### src/logic/neoPkg.sv
package neoPkg;

  // frame buffer geometry, one configuration only
  localparam int BUFFER_END  = 255;
  localparam int BUFFER_BITS = $clog2(BUFFER_END + 1);

  typedef logic [13:0]            addrT;
  typedef logic [7:0]             byteT;
  typedef logic [BUFFER_BITS-1:0] pixelIxT;
  typedef logic [12:0]            regMaxT;

  // register offsets, decoded from the low address bits when bit 13 is set
  localparam logic [2:0] REG_MAX_LO = 3'd0;
  localparam logic [2:0] REG_MAX_HI = 3'd1;
  localparam logic [2:0] REG_CTRL   = 3'd2;
  localparam logic [2:0] REG_STATE  = 3'd3;

  // pulse timing in busClk cycles
  localparam int T0_HIGH     = 2;
  localparam int T1_HIGH     = 4;
  localparam int T_BIT       = 6;
  localparam int T_LATCH     = 24;
  localparam int INIT_CYCLES = 16;

  typedef struct packed {
    logic init;
    logic limit;
    logic run;
    logic loop;
    logic mode32;
  } ctrlT;

  typedef struct packed {
    logic valid;
    logic last;
    byteT data;
  } byteStrobeT;

  typedef enum logic [2:0] {seqIdle, seqInit, seqFetch, seqWait, seqLatch} seqStateT;

endpackage

### src/logic/neoPixelRam.sv
`timescale 1ns/10ps

module neoPixelRam (
  input  logic            busClk,
  input  logic            we,
  input  neoPkg::pixelIxT wAddr,
  input  neoPkg::byteT    wData,
  input  neoPkg::pixelIxT rAddr,
  output neoPkg::byteT    rData
);
  import neoPkg::*;

  byteT    mem [0:BUFFER_END];
  pixelIxT rAddrQ;

  // bus side write port
  always_ff @(posedge busClk) begin
    if (we) begin
      mem[wAddr] <= wData;
    end
  end

  // the read address is registered, so data trails the address by one cycle
  always_ff @(posedge busClk) begin
    rAddrQ <= rAddr;
  end

  assign rData = mem[rAddrQ];

endmodule

### src/logic/neoRegisters.sv
`timescale 1ns/10ps

module neoRegisters (
  input  logic            busClk,
  input  logic            rstN,
  input  neoPkg::addrT    busAddr,
  input  neoPkg::byteT    busDataIn,
  input  logic            busWrite,
  input  logic            busRead,
  output neoPkg::byteT    busDataOut,
  input  neoPkg::pixelIxT pixelIx,
  output neoPkg::byteT    pixelByte,
  input  logic            syncStart,
  input  logic            frameDone,
  input  logic            initDone,
  input  logic            busy,
  output neoPkg::ctrlT    ctrl,
  output neoPkg::regMaxT  regMax
);
  import neoPkg::*;

  ctrlT    ctrlQ;
  regMaxT  regMaxQ;
  byteT    readData;
  pixelIxT ramWAddr;
  logic    regSel;
  logic    ramWe;

  // address bit 13 splits the map into frame buffer and registers
  assign regSel   = busAddr[13];
  assign ramWe    = busWrite && !regSel;
  assign ramWAddr = busAddr[BUFFER_BITS-1:0];

  neoPixelRam frameBuffer (
    .busClk(busClk),
    .we    (ramWe),
    .wAddr (ramWAddr),
    .wData (busDataIn),
    .rAddr (pixelIx),
    .rData (pixelByte)
  );

  always_ff @(posedge busClk or negedge rstN) begin
    if (!rstN) begin
      ctrlQ   <= '0;
      regMaxQ <= '0;
    end else begin
      // a finished frame stops the strip unless it is looping
      if (frameDone) begin
        ctrlQ.run <= ctrlQ.run && ctrlQ.loop;
      end
      if (syncStart) begin
        ctrlQ.run <= 1'b1;
      end
      if (busWrite && regSel) begin
        case (busAddr[2:0])
          REG_MAX_LO: regMaxQ[7:0]  <= busDataIn;
          REG_MAX_HI: regMaxQ[12:8] <= busDataIn[4:0];
          REG_CTRL: begin
            ctrlQ.init   <= busDataIn[0];
            ctrlQ.limit  <= busDataIn[1];
            ctrlQ.run    <= busDataIn[2];
            ctrlQ.loop   <= busDataIn[3];
            ctrlQ.mode32 <= busDataIn[4];
          end
          default: ;
        endcase
      end
      // init holds every other control bit at zero until the sequencer is done
      if (ctrlQ.init) begin
        ctrlQ.limit  <= 1'b0;
        ctrlQ.run    <= 1'b0;
        ctrlQ.loop   <= 1'b0;
        ctrlQ.mode32 <= 1'b0;
      end
      if (initDone) begin
        ctrlQ.init <= 1'b0;
      end
    end
  end

  // buffer reads are not supported and return all ones
  always_comb begin
    readData = 8'hFF;
    if (regSel) begin
      case (busAddr[2:0])
        REG_MAX_LO: readData = regMaxQ[7:0];
        REG_MAX_HI: readData = {3'b000, regMaxQ[12:8]};
        REG_CTRL: begin
          readData = {3'b000, ctrlQ.mode32, ctrlQ.loop, ctrlQ.run, ctrlQ.limit, ctrlQ.init};
        end
        REG_STATE:  readData = {7'b0000000, busy};
        default:    readData = 8'h00;
      endcase
    end
  end

  always_ff @(posedge busClk) begin
    if (busRead) begin
      busDataOut <= readData;
    end
  end

  assign ctrl   = ctrlQ;
  assign regMax = regMaxQ;

  // the bus master never issues a read and a write in one cycle
  assert property (@(posedge busClk) disable iff (!rstN) !(busWrite && busRead));

endmodule

### src/logic/neoFrameSequencer.sv
`timescale 1ns/10ps

module neoFrameSequencer (
  input  logic               busClk,
  input  logic               rstN,
  input  neoPkg::ctrlT       ctrl,
  input  neoPkg::regMaxT     regMax,
  output neoPkg::pixelIxT    pixelIx,
  input  neoPkg::byteT       pixelByte,
  input  logic               encReady,
  input  logic               latchDone,
  output neoPkg::byteStrobeT txByte,
  output logic               frameDone,
  output logic               initDone,
  output logic               busy
);
  import neoPkg::*;

  seqStateT                       state;
  pixelIxT                        endIx;
  logic [BUFFER_BITS:0]           nextIx;
  logic                           isLast;
  logic [$clog2(INIT_CYCLES)-1:0] initCnt;

  // a limit beyond the buffer is clamped to its last byte
  always_comb begin
    if (ctrl.limit && (regMax < regMaxT'(BUFFER_END))) begin
      endIx = pixelIxT'(regMax);
    end else begin
      endIx = pixelIxT'(BUFFER_END);
    end
  end

  // one extra bit so that stepping past the end of the buffer is visible
  always_comb begin
    nextIx = {1'b0, pixelIx} + 1'b1;
    // in 24-bit mode the fourth byte of every word is padding
    if (!ctrl.mode32 && (nextIx[1:0] == 2'd3)) begin
      nextIx = nextIx + 1'b1;
    end
  end

  assign isLast = nextIx > {1'b0, endIx};

  always_ff @(posedge busClk or negedge rstN) begin
    if (!rstN) begin
      state   <= seqIdle;
      pixelIx <= '0;
      initCnt <= '0;
      txByte  <= '0;
    end else begin
      txByte.valid <= 1'b0;
      case (state)
        seqIdle: begin
          if (ctrl.init) begin
            initCnt <= '0;
            state   <= seqInit;
          end else if (ctrl.run) begin
            pixelIx <= '0;
            state   <= seqFetch;
          end
        end
        seqInit: begin
          initCnt <= initCnt + 1'b1;
          if (initDone) begin
            state <= seqIdle;
          end
        end
        // the buffer needs one cycle to turn the index into data
        seqFetch: state <= seqWait;
        seqWait: begin
          if (encReady) begin
            txByte.valid <= 1'b1;
            txByte.last  <= isLast;
            txByte.data  <= pixelByte;
            if (isLast) begin
              state <= seqLatch;
            end else begin
              pixelIx <= nextIx[BUFFER_BITS-1:0];
              state   <= seqFetch;
            end
          end
        end
        seqLatch: begin
          if (latchDone) begin
            state <= seqIdle;
          end
        end
        default: state <= seqIdle;
      endcase
    end
  end

  // both pulses leave idle with the register side already updated
  assign frameDone = (state == seqLatch) && latchDone;
  assign initDone  = (state == seqInit) && (initCnt == INIT_CYCLES - 1);
  assign busy      = state != seqIdle;

  // the encoder must still be free in the cycle the registered strobe arrives
  assert property (@(posedge busClk) disable iff (!rstN) txByte.valid |-> encReady);

endmodule

### src/logic/neoBitEncoder.sv
`timescale 1ns/10ps

module neoBitEncoder (
  input  logic               busClk,
  input  logic               rstN,
  input  neoPkg::byteStrobeT txByte,
  output logic               encReady,
  output logic               latchDone,
  output logic               neoData
);
  import neoPkg::*;

  byteT                       shiftQ;
  logic                       lastQ;
  logic [2:0]                 bitCnt;
  logic [$clog2(T_LATCH)-1:0] cycCnt;
  logic                       shifting;
  logic                       latching;
  logic                       bitEnd;
  logic                       highNow;
  logic                       take;

  assign encReady = !shifting && !latching;
  assign take     = txByte.valid && encReady;
  assign bitEnd   = cycCnt == T_BIT - 1;
  // the msb decides how long the current bit stays high
  assign highNow  = shifting && (cycCnt < (shiftQ[7] ? T1_HIGH : T0_HIGH));

  always_ff @(posedge busClk) begin
    if (take) begin
      shiftQ <= txByte.data;
      lastQ  <= txByte.last;
    end else if (shifting && bitEnd) begin
      shiftQ <= {shiftQ[6:0], 1'b0};
    end
  end

  always_ff @(posedge busClk or negedge rstN) begin
    if (!rstN) begin
      shifting  <= 1'b0;
      latching  <= 1'b0;
      bitCnt    <= '0;
      cycCnt    <= '0;
      latchDone <= 1'b0;
      neoData   <= 1'b0;
    end else begin
      neoData   <= highNow;
      latchDone <= 1'b0;
      if (take) begin
        shifting <= 1'b1;
        bitCnt   <= 3'd7;
        cycCnt   <= '0;
      end else if (shifting) begin
        if (bitEnd) begin
          cycCnt <= '0;
          bitCnt <= bitCnt - 1'b1;
          if (bitCnt == 3'd0) begin
            shifting <= 1'b0;
            latching <= lastQ;
          end
        end else begin
          cycCnt <= cycCnt + 1'b1;
        end
      end else if (latching) begin
        // the line stays low for the whole gap so the strip latches the frame
        if (cycCnt == T_LATCH - 1) begin
          cycCnt    <= '0;
          latching  <= 1'b0;
          latchDone <= 1'b1;
        end else begin
          cycCnt <= cycCnt + 1'b1;
        end
      end
    end
  end

  assert property (@(posedge busClk) disable iff (!rstN)
    $rose(neoData) |-> ##[1:T1_HIGH] !neoData);

endmodule

### src/logic/neoTop.sv
`timescale 1ns/10ps

module neoTop (
  input  logic         busClk,
  input  logic         rstN,
  input  neoPkg::addrT busAddr,
  input  neoPkg::byteT busDataIn,
  input  logic         busWrite,
  input  logic         busRead,
  output neoPkg::byteT busDataOut,
  input  logic         syncStart,
  output logic         neoData
);
  import neoPkg::*;

  ctrlT       ctrl;
  regMaxT     regMax;
  pixelIxT    pixelIx;
  byteT       pixelByte;
  byteStrobeT txByte;
  logic       frameDone;
  logic       initDone;
  logic       busy;
  logic       encReady;
  logic       latchDone;

  neoRegisters regs (
    .busClk    (busClk),
    .rstN      (rstN),
    .busAddr   (busAddr),
    .busDataIn (busDataIn),
    .busWrite  (busWrite),
    .busRead   (busRead),
    .busDataOut(busDataOut),
    .pixelIx   (pixelIx),
    .pixelByte (pixelByte),
    .syncStart (syncStart),
    .frameDone (frameDone),
    .initDone  (initDone),
    .busy      (busy),
    .ctrl      (ctrl),
    .regMax    (regMax)
  );

  neoFrameSequencer sequencer (
    .busClk   (busClk),
    .rstN     (rstN),
    .ctrl     (ctrl),
    .regMax   (regMax),
    .pixelIx  (pixelIx),
    .pixelByte(pixelByte),
    .encReady (encReady),
    .latchDone(latchDone),
    .txByte   (txByte),
    .frameDone(frameDone),
    .initDone (initDone),
    .busy     (busy)
  );

  neoBitEncoder encoder (
    .busClk   (busClk),
    .rstN     (rstN),
    .txByte   (txByte),
    .encReady (encReady),
    .latchDone(latchDone),
    .neoData  (neoData)
  );

endmodule

### config.mk
export PLATFORM = sky130hd
export DESIGN_NAME = neoTop
export DESIGN_NICKNAME = d
export VERILOG_FILES = /design/src/logic/neoPkg.sv /design/src/logic/neoPixelRam.sv /design/src/logic/neoRegisters.sv /design/src/logic/neoFrameSequencer.sv /design/src/logic/neoBitEncoder.sv /design/src/logic/neoTop.sv
export SDC_FILE = /design/constraint.sdc
export NUM_CORES = 2
export LEC_CHECK = 0
export ABC_AREA = 1
export ABC_CLOCK_PERIOD_IN_PS = 3100
export BUFFER_PORTS_ARGS = -buffer_cell sky130_fd_sc_hd__buf_2
export CAP_MARGIN = 10
export CELL_PAD_IN_SITES_DETAIL_PLACEMENT = 1
export CELL_PAD_IN_SITES_GLOBAL_PLACEMENT = 1
export CORE_MARGIN = 5
export CORE_UTILIZATION = 49
export CTS_BUF_LIST = sky130_fd_sc_hd__clkbuf_8
export CTS_CLUSTER_SIZE = 30
export DETAILED_ROUTE_END_ITERATION = 7
export HOLD_SLACK_MARGIN = 0.02
export PLACE_DENSITY_LB_ADDON = 0.1
export SLEW_MARGIN = 20
export SYNTH_ARGS = -nofsm -noshare
export SYNTH_HDL_FRONTEND = slang
export SYNTH_SLANG_ARGS = --single-unit
### constraint.sdc
create_clock -name busClk -period 3.1 [get_ports busClk]
set_clock_uncertainty 0.2 [all_clocks]
set_input_delay 0.93 -clock busClk [delete_from_list [all_inputs] [get_ports busClk]]
set_output_delay 0.93 -clock busClk [all_outputs]
set_load 0.02 [all_outputs]
# --- Word-level counts from Yosys, hierarchy flattened ---
# Memories as Yosys holds them, arrays and structs flattened. A register that Yosys moved wholly into a read port is not among the register bits.
# Index checks and enable logic that the tools add are counted.
op_classes:
  n_eq_ne: 21
  n_bitwise: 1
  n_lt_le_gt_ge: 3
  n_mux: 51
  addsub: 5
  reduce_logical: 39
op_table:
  columns: ["operator", "count"]
  rows:
  - ["two-way mux 8 bit", 7]
  - ["two-way mux 5 bit", 7]
  - ["less-than comparator 5 x 32 -> 1 bit", 1]
  - ["one-hot mux 8 bit (4 select lines)", 1]
  - ["two-way mux 3 bit", 10]
  - ["two-way mux 10 bit", 2]
  - ["two-way mux 1 bit", 18]
  - ["nonzero test 2 bit", 9]
  - ["one-hot mux 8 bit (2 select lines)", 1]
  - ["one-hot mux 3 bit (5 select lines)", 1]
  - ["!= test 2 bit, second input constant", 7]
  - ["AND reduction 2 bit", 7]
  - ["less-than comparator 13 x 8 -> 1 bit, second input constant", 1]
  - ["equality test 3 x 2 -> 1 bit, second input constant", 4]
  - ["logical AND 1 bit", 11]
  - ["adder 8 x 1 -> 9 bit, second input constant", 1]
  - ["adder 9 x 1 -> 9 bit, second input constant", 1]
  - ["greater-than comparator 9 x 8 -> 1 bit", 1]
  - ["zero test 3 bit", 3]
  - ["two-way mux 9 bit", 1]
  - ["two-way mux 4 bit", 2]
  - ["one-hot mux 4 bit (2 select lines)", 1]
  - ["equality test 3 x 1 -> 1 bit, second input constant", 2]
  - ["nonzero test 3 bit", 2]
  - ["other kinds (15)", 19]
totals:
  n_memories: 1
  register_bits: 72
  out_inout_bits: 9
  mem_bits_rw: 2048
  in_bits: 27
memory_table:
  columns: ["name", "depth", "width", "read_ports", "rd_clocked_by_memory_dff", "wr", "line_no", "text"]
  rows:
  - ["regs.frameBuffer.mem", 256, 8, 1, 1, 1, "neoPixelRam.sv:13", "byteT mem [0:BUFFER_END];"]

# --- Longest topological paths before layout ---
depth:
  word_depth: 8
  depth_mapped: 25
  depth_no_buf: 24

# --- Hierarchy ---
# Synthesis repeated with hierarchy kept, for this count alone.
hier_totals:
  hier_cells: 7521
  area_unflattened_um2: 87521.4
by_module_without_submodules:
  columns: ["module", "n_inst", "area_per_inst_um2", "cells_each", "seq_area_each_um2"]
  rows:
  - ["neoPixelRam", 1, 83396.2, 7003, 61659.1]
  - ["neoFrameSequencer", 1, 1808.0, 257, 625.6]
  - ["neoRegisters", 1, 1209.9, 130, 690.7]
  - ["neoBitEncoder", 1, 1107.3, 131, 570.5]

# --- Worst setup path after synthesis ---
# Ideal clock, no wire load.
synth_path:
  kind: "in2reg"
  from: "input busAddr[13]"
  to: "memory regs.frameBuffer.mem[198][0] (netlist name) (enable)"
  setup_ns: 0.370
  path_slack_ns: 0.147
  path_buffers: 3
  path_stages: 6
  t_arrival_ns: 2.383
  cell_sequence: "clkbuf_1 -> nor2_1 -> clkbuf_1 -> nand3_1 -> clkbuf_1 -> nor2_1"
synth_via:
  elab_chain_len: 4
synth_rtl:
  columns: ["item", "line_no", "text"]
  rows:
  - ["start: declaration", "neoTop.sv:6", "input neoPkg::addrT busAddr,"]
  - ["zero test 1 bit", "neoRegisters.sv:31", "assign ramWe = busWrite && !regSel;"]
  - ["logical AND 1 bit", "neoRegisters.sv:31", null]
  - ["two-way mux 1 bit", "neoPixelRam.sv:18", "if (we) begin"]
  - ["two-way mux 1 bit (not written as such)", "neoPixelRam.sv:19", "mem[wAddr] <= wData;"]
  - ["end: declaration", "neoPixelRam.sv:13", null]
# Every way passes these cells.

# --- Final worst setup path ---
layout_path:
  from: "register regs.regMaxQ[12] (netlist: regs.regMax[12])"
  to: "register sequencer.pixelIx[2]"
layout_via:
  elab_chain_len: 6
layout_rtl:
  columns: ["item", "line_no", "text"]
  rows:
  - ["start: declaration", "neoRegisters.sv:23", "regMaxT regMaxQ;"]
  - ["start signal: assignment", "neoRegisters.sv:58", "REG_MAX_HI: regMaxQ[12:8] <= busDataIn[4:0];"]
  - ["less-than comparator 13 x 8 -> 1 bit", "neoFrameSequencer.sv:27", "if (ctrl.limit && (regMax < regMaxT'(BUFFER_END))) begin"]
  - ["logical AND 1 bit", "neoFrameSequencer.sv:27", null]
  - ["two-way mux 8 bit", "neoFrameSequencer.sv:27", null]
  - ["greater-than comparator 9 x 8 -> 1 bit", "neoFrameSequencer.sv:43", "assign isLast = nextIx > {1'b0, endIx};"]
  - ["!= test 2 bit (no line)", null, null]
  - ["AND reduction 5 bit (no line)", null, null]
  - ["end signal: assignment", "neoFrameSequencer.sv:79", "pixelIx <= nextIx[BUFFER_BITS-1:0];"]
  - ["end: declaration", "neoFrameSequencer.sv:8", "output neoPkg::pixelIxT pixelIx,"]
# Every way passes these cells.
# A chain may end at the register's enable or synchronous reset.

==> reports/metrics.csv <==
stage;metric;value;unit
floorplan;core;176000;µm²
min_path;hp-class;in -> reg;
critical_path;arrival;3.83;ns
critical_path;path_max_fanout;8;
place;place_area;94100;µm²
cts;cts_root_buf;clkbuf_8;
critical_path;r2r_end;sequencer.pixelIx[2];
run_status;status;complete, but fails checks;
place;preCtsSetupSlack;-0.115;ns
sta;fin_crit;3.13;ns
logic_synthesis;synth_nets;7457;
routing;drt_wl_total;272000;µm
sta;rsz0062_at_grt;true;
global_route;grt_usage;28.8;%
global_route;grt_overflow;0;
critical_path;critPathLaunch;regs.regMax[12];
cts;cts_max_path_buffers;4;
logic_synthesis;yosys.area.top_type;edfxtp_1;
cts;cts.sinks;2128;
logic_synthesis;syn_area_per_cell;11.7;µm²
critical_path;worst-endpoint-required;3.80;ns
pwr;ir_worst_vdd;470;µV
pwr;leakage;36.9;nW
place;dpl.hpwl;172000;µm
routing;drtIter0Drc;6093;
logic_synthesis;yosys_warnings;0;
sta;worst_slew_pin_slew;1.28;ns
critical_path;r2r_start;regs.regMax[12];
cts;cts_buffers;368;
floorplan;die_w;431;µm
critical_path;path_class;reg -> reg;
cells_and_area;syn_to_final_growth;16.5;%
critical_path;cp-start-kind;register;
sta;slew_viol_final;0;
global_route;grt_antenna_before_repair;11;
logic_synthesis;synth.distinct_cells;40;
routing;avgViaCountPerCell;5.78;
logic_synthesis;synth_area;86700;µm²
critical_path;rrSetupSlack;-0.03;ns
sta;fin_ws;-0.0297;ns
cts;htreeDepth;5;
logic_synthesis;synth_top_area_share;71.5;%
place;io_buffers;30;
logic_synthesis;yosysSeqAreaShare;73.3;%
floorplan;initial_core_util;49.2;%
routing;drc_errors;0;
pwr;power.density;673;nW/µm²
global_route;grt_pass1_wl;402000;µm
sta;fin_crit_sh;101;%
run_status;violations;negative setup slack;
logic_synthesis;synth_edf_count;2065;
flow_run;drv_cap;0;
floorplan;dieHeight;431;µm
routing;final_antenna_net_count;0;
sta;finalSetupViolCount;2;
sta;hold_viol_final;0;
critical_path;crit_path_end;sequencer.pixelIx[2];
logic_synthesis;synthCells;7414;
sta;fmax;320;MHz
floorplan;rows;154;
pwr;report.power.total;68.0;mW
cts;path_clk_slew;0.06;ns
cts;clk_latency;1.04;ns
global_route;grt_max_degree;105;
logic_synthesis;yosys-top-cells-area;edfxtp_1 (72%), nand3_1 (12%), nand2_1 (9.6%);
routing;wl_per_cell;25.6;µm
cells_and_area;final_area;101000;µm²
global_route;grt_pass1_vias;63400;
routing;drt_pass1_iterations;6;
critical_path;reg2regPathDepth;17;
logic_synthesis;async_flop_share;2.58;%
logic_synthesis;ys.flop_type;edfxtp_1;
place;routabilityCongestion;0.914;
critical_path;endpoint_kind;register;
cells_and_area;fillCellCount;18200;
cts;cts_tree;built;
cells_and_area;nets;8047;
logic_synthesis;synthMostInstantiatedCell;nand2_1;
floorplan;io_pins;36;
sta;relSlewSlack;14.3;%
floorplan;die-area;185000;µm²
logic_synthesis;synth_commonest_cells;nand2_1 (2210), edfxtp_1 (2065), nand3_1 (2059), nor2_1 (321), buf_2 (203);
cells_and_area;drive_gt1_share;14.6;%
routing;num_vias;61400;
logic_synthesis;ys_ff_latch;2128;
cells_and_area;final_core_util;57.4;%
==> timing repair <==
action | 4_1_cts | 5_1_grt
hold buffers | 7 | 0
gates cloned | 0 | 1
setup endpoints to repair | 9 | 17
endpoints found under the hold margin | 132 | 0
pin swaps | 1 | 12
setup buffers | 3 | 7
gates resized for setup | 5 | 56
==> layer usage <==
metal,GRT usage [%],vias to the layer above,share of wire [%]
li1,-,27500,-
met1,38.7,31200,41
met2,47.0,2222,48
met3,5.13,507,7.0
met4,11.3,2,3.8
met5,0,-,0.0029
==> state kept, by name (all words and copies together), names as in the netlist, 5 cells and up, named ones only <==
signal	cells
regs.busDataOut	8
sequencer.txByte	10
encoder.shiftQ	8
sequencer.pixelIx	8
encoder.cycCnt	5
regs.ctrl	5
regs.regMax	13
regs.frameBuffer.mem	2048
==> layout make-up <==
| type | count | area, µm² | share of cell area, % |
|---|---|---|---|
| multi-input cells | 4702 | 20900 | 20.7 |
| inverters | 97 | 394 | 0.390 |
| repair buffers | 707 | 6700 | 6.63 |
| flip-flops and latches | 2128 | 63600 | 62.9 |
| diodes | 5 | 12.5 | 0.0124 |
| clock buffers | 385 | 5300 | 5.24 |
| well taps | 2340 | 2930 | 2.90 |
| clock inverters | 251 | 1240 | 1.23 |
==> metrics by stage <==
stage                     std cells  hold WS (ns)  TNS [ns]
after floorplan                7414         0.205         0
after global placement         9956         0.234     -1.75
after detailed placement       9956         0.243    -0.847
after CTS                     10600        0.0228         0
after global routing          10600        0.0567     -2.04
final                         10600         0.120   -0.0352
==> critical path, stage by stage, from the launching register on <==
cell     delay, ns
dfrtp_1       0.37
or4_1         0.58
nor3_4        0.18
nand2_2       0.12
nor2_1        0.21
ha_4          0.24
a21oi_1       0.12
o21ai_1       0.08
o21ai_1       0.15
nand2_1       0.07
nand2_1       0.06
nand2_1       0.06
nand2_2       0.07
nand2_2       0.07
nand2_4       0.14
nand2_8       0.11
nand2_2       0.14
o21ai_2       0.05
==> layout by cell type, fill, tap and decap left out, types with 3 or more instances in the layout <==
master	netlist	final
a21oi_1	7	7
buf_12	1	106
buf_2	203	22
buf_4	8	562
buf_8	0	8
bufinv_16	0	9
clkbuf_8	1	385
clkinv_1	2	100
clkinv_2	0	42
dfrtp_1	55	55
dfxtp_4	0	5
diode_2	0	5
dlygate4sd3_1	0	7
edfxtp_1	2065	2065
ha_1	16	12
inv_1	92	188
nand2_1	2210	2193
nand2_2	2	15
nand2_4	1	4
nand3_1	2059	2052
nand3_2	1	8
nand4_1	5	5
nor2_1	321	315
nor2_2	2	3
nor2_4	1	6
o2111ai_1	3	3
o21ai_0	30	22
o21ai_1	1	7
o21ai_2	2	4
o22ai_1	10	9
xnor2_1	6	5
xor2_1	8	7
==> worst min path at each step <==
stage,startpoint,endpoint,slack (ns),cells after the start
finish,busDataIn[1],regs.frameBuffer.mem[5][1],0.12,1
global route,busDataIn[3],regs.frameBuffer.mem[3][3],0.06,1
CTS,busDataIn[3],regs.frameBuffer.mem[3][3],0.02,1
detailed placement,sequencer.pixelIx[3],register,0.24,0
global placement,sequencer.pixelIx[3],register,0.23,0
floorplan,sequencer.pixelIx[7],register,0.21,0
==> power breakdown <==
group | internal (mW) | total (mW) | switching, mW
logic | 3.83 | 12.5 | 8.65
registers | 31.8 | 32.1 | 0.249
clock network | 12.2 | 23.4 | 11.3
==> kinds of logic after synthesis <==
logic type                 Yosys count  synth area share [%]
AOI/OAI and AO/OA                   58                 0.391
xor gates and xnor gates            15                 0.160
DFF                               2128                  73.3
muxes                                3                0.0375
and+or+nand+nor                   4609                  23.0
buffers and inverters              585                  2.89
adders and majority gates           16                 0.231
Power figures use the tool's default switching activity.
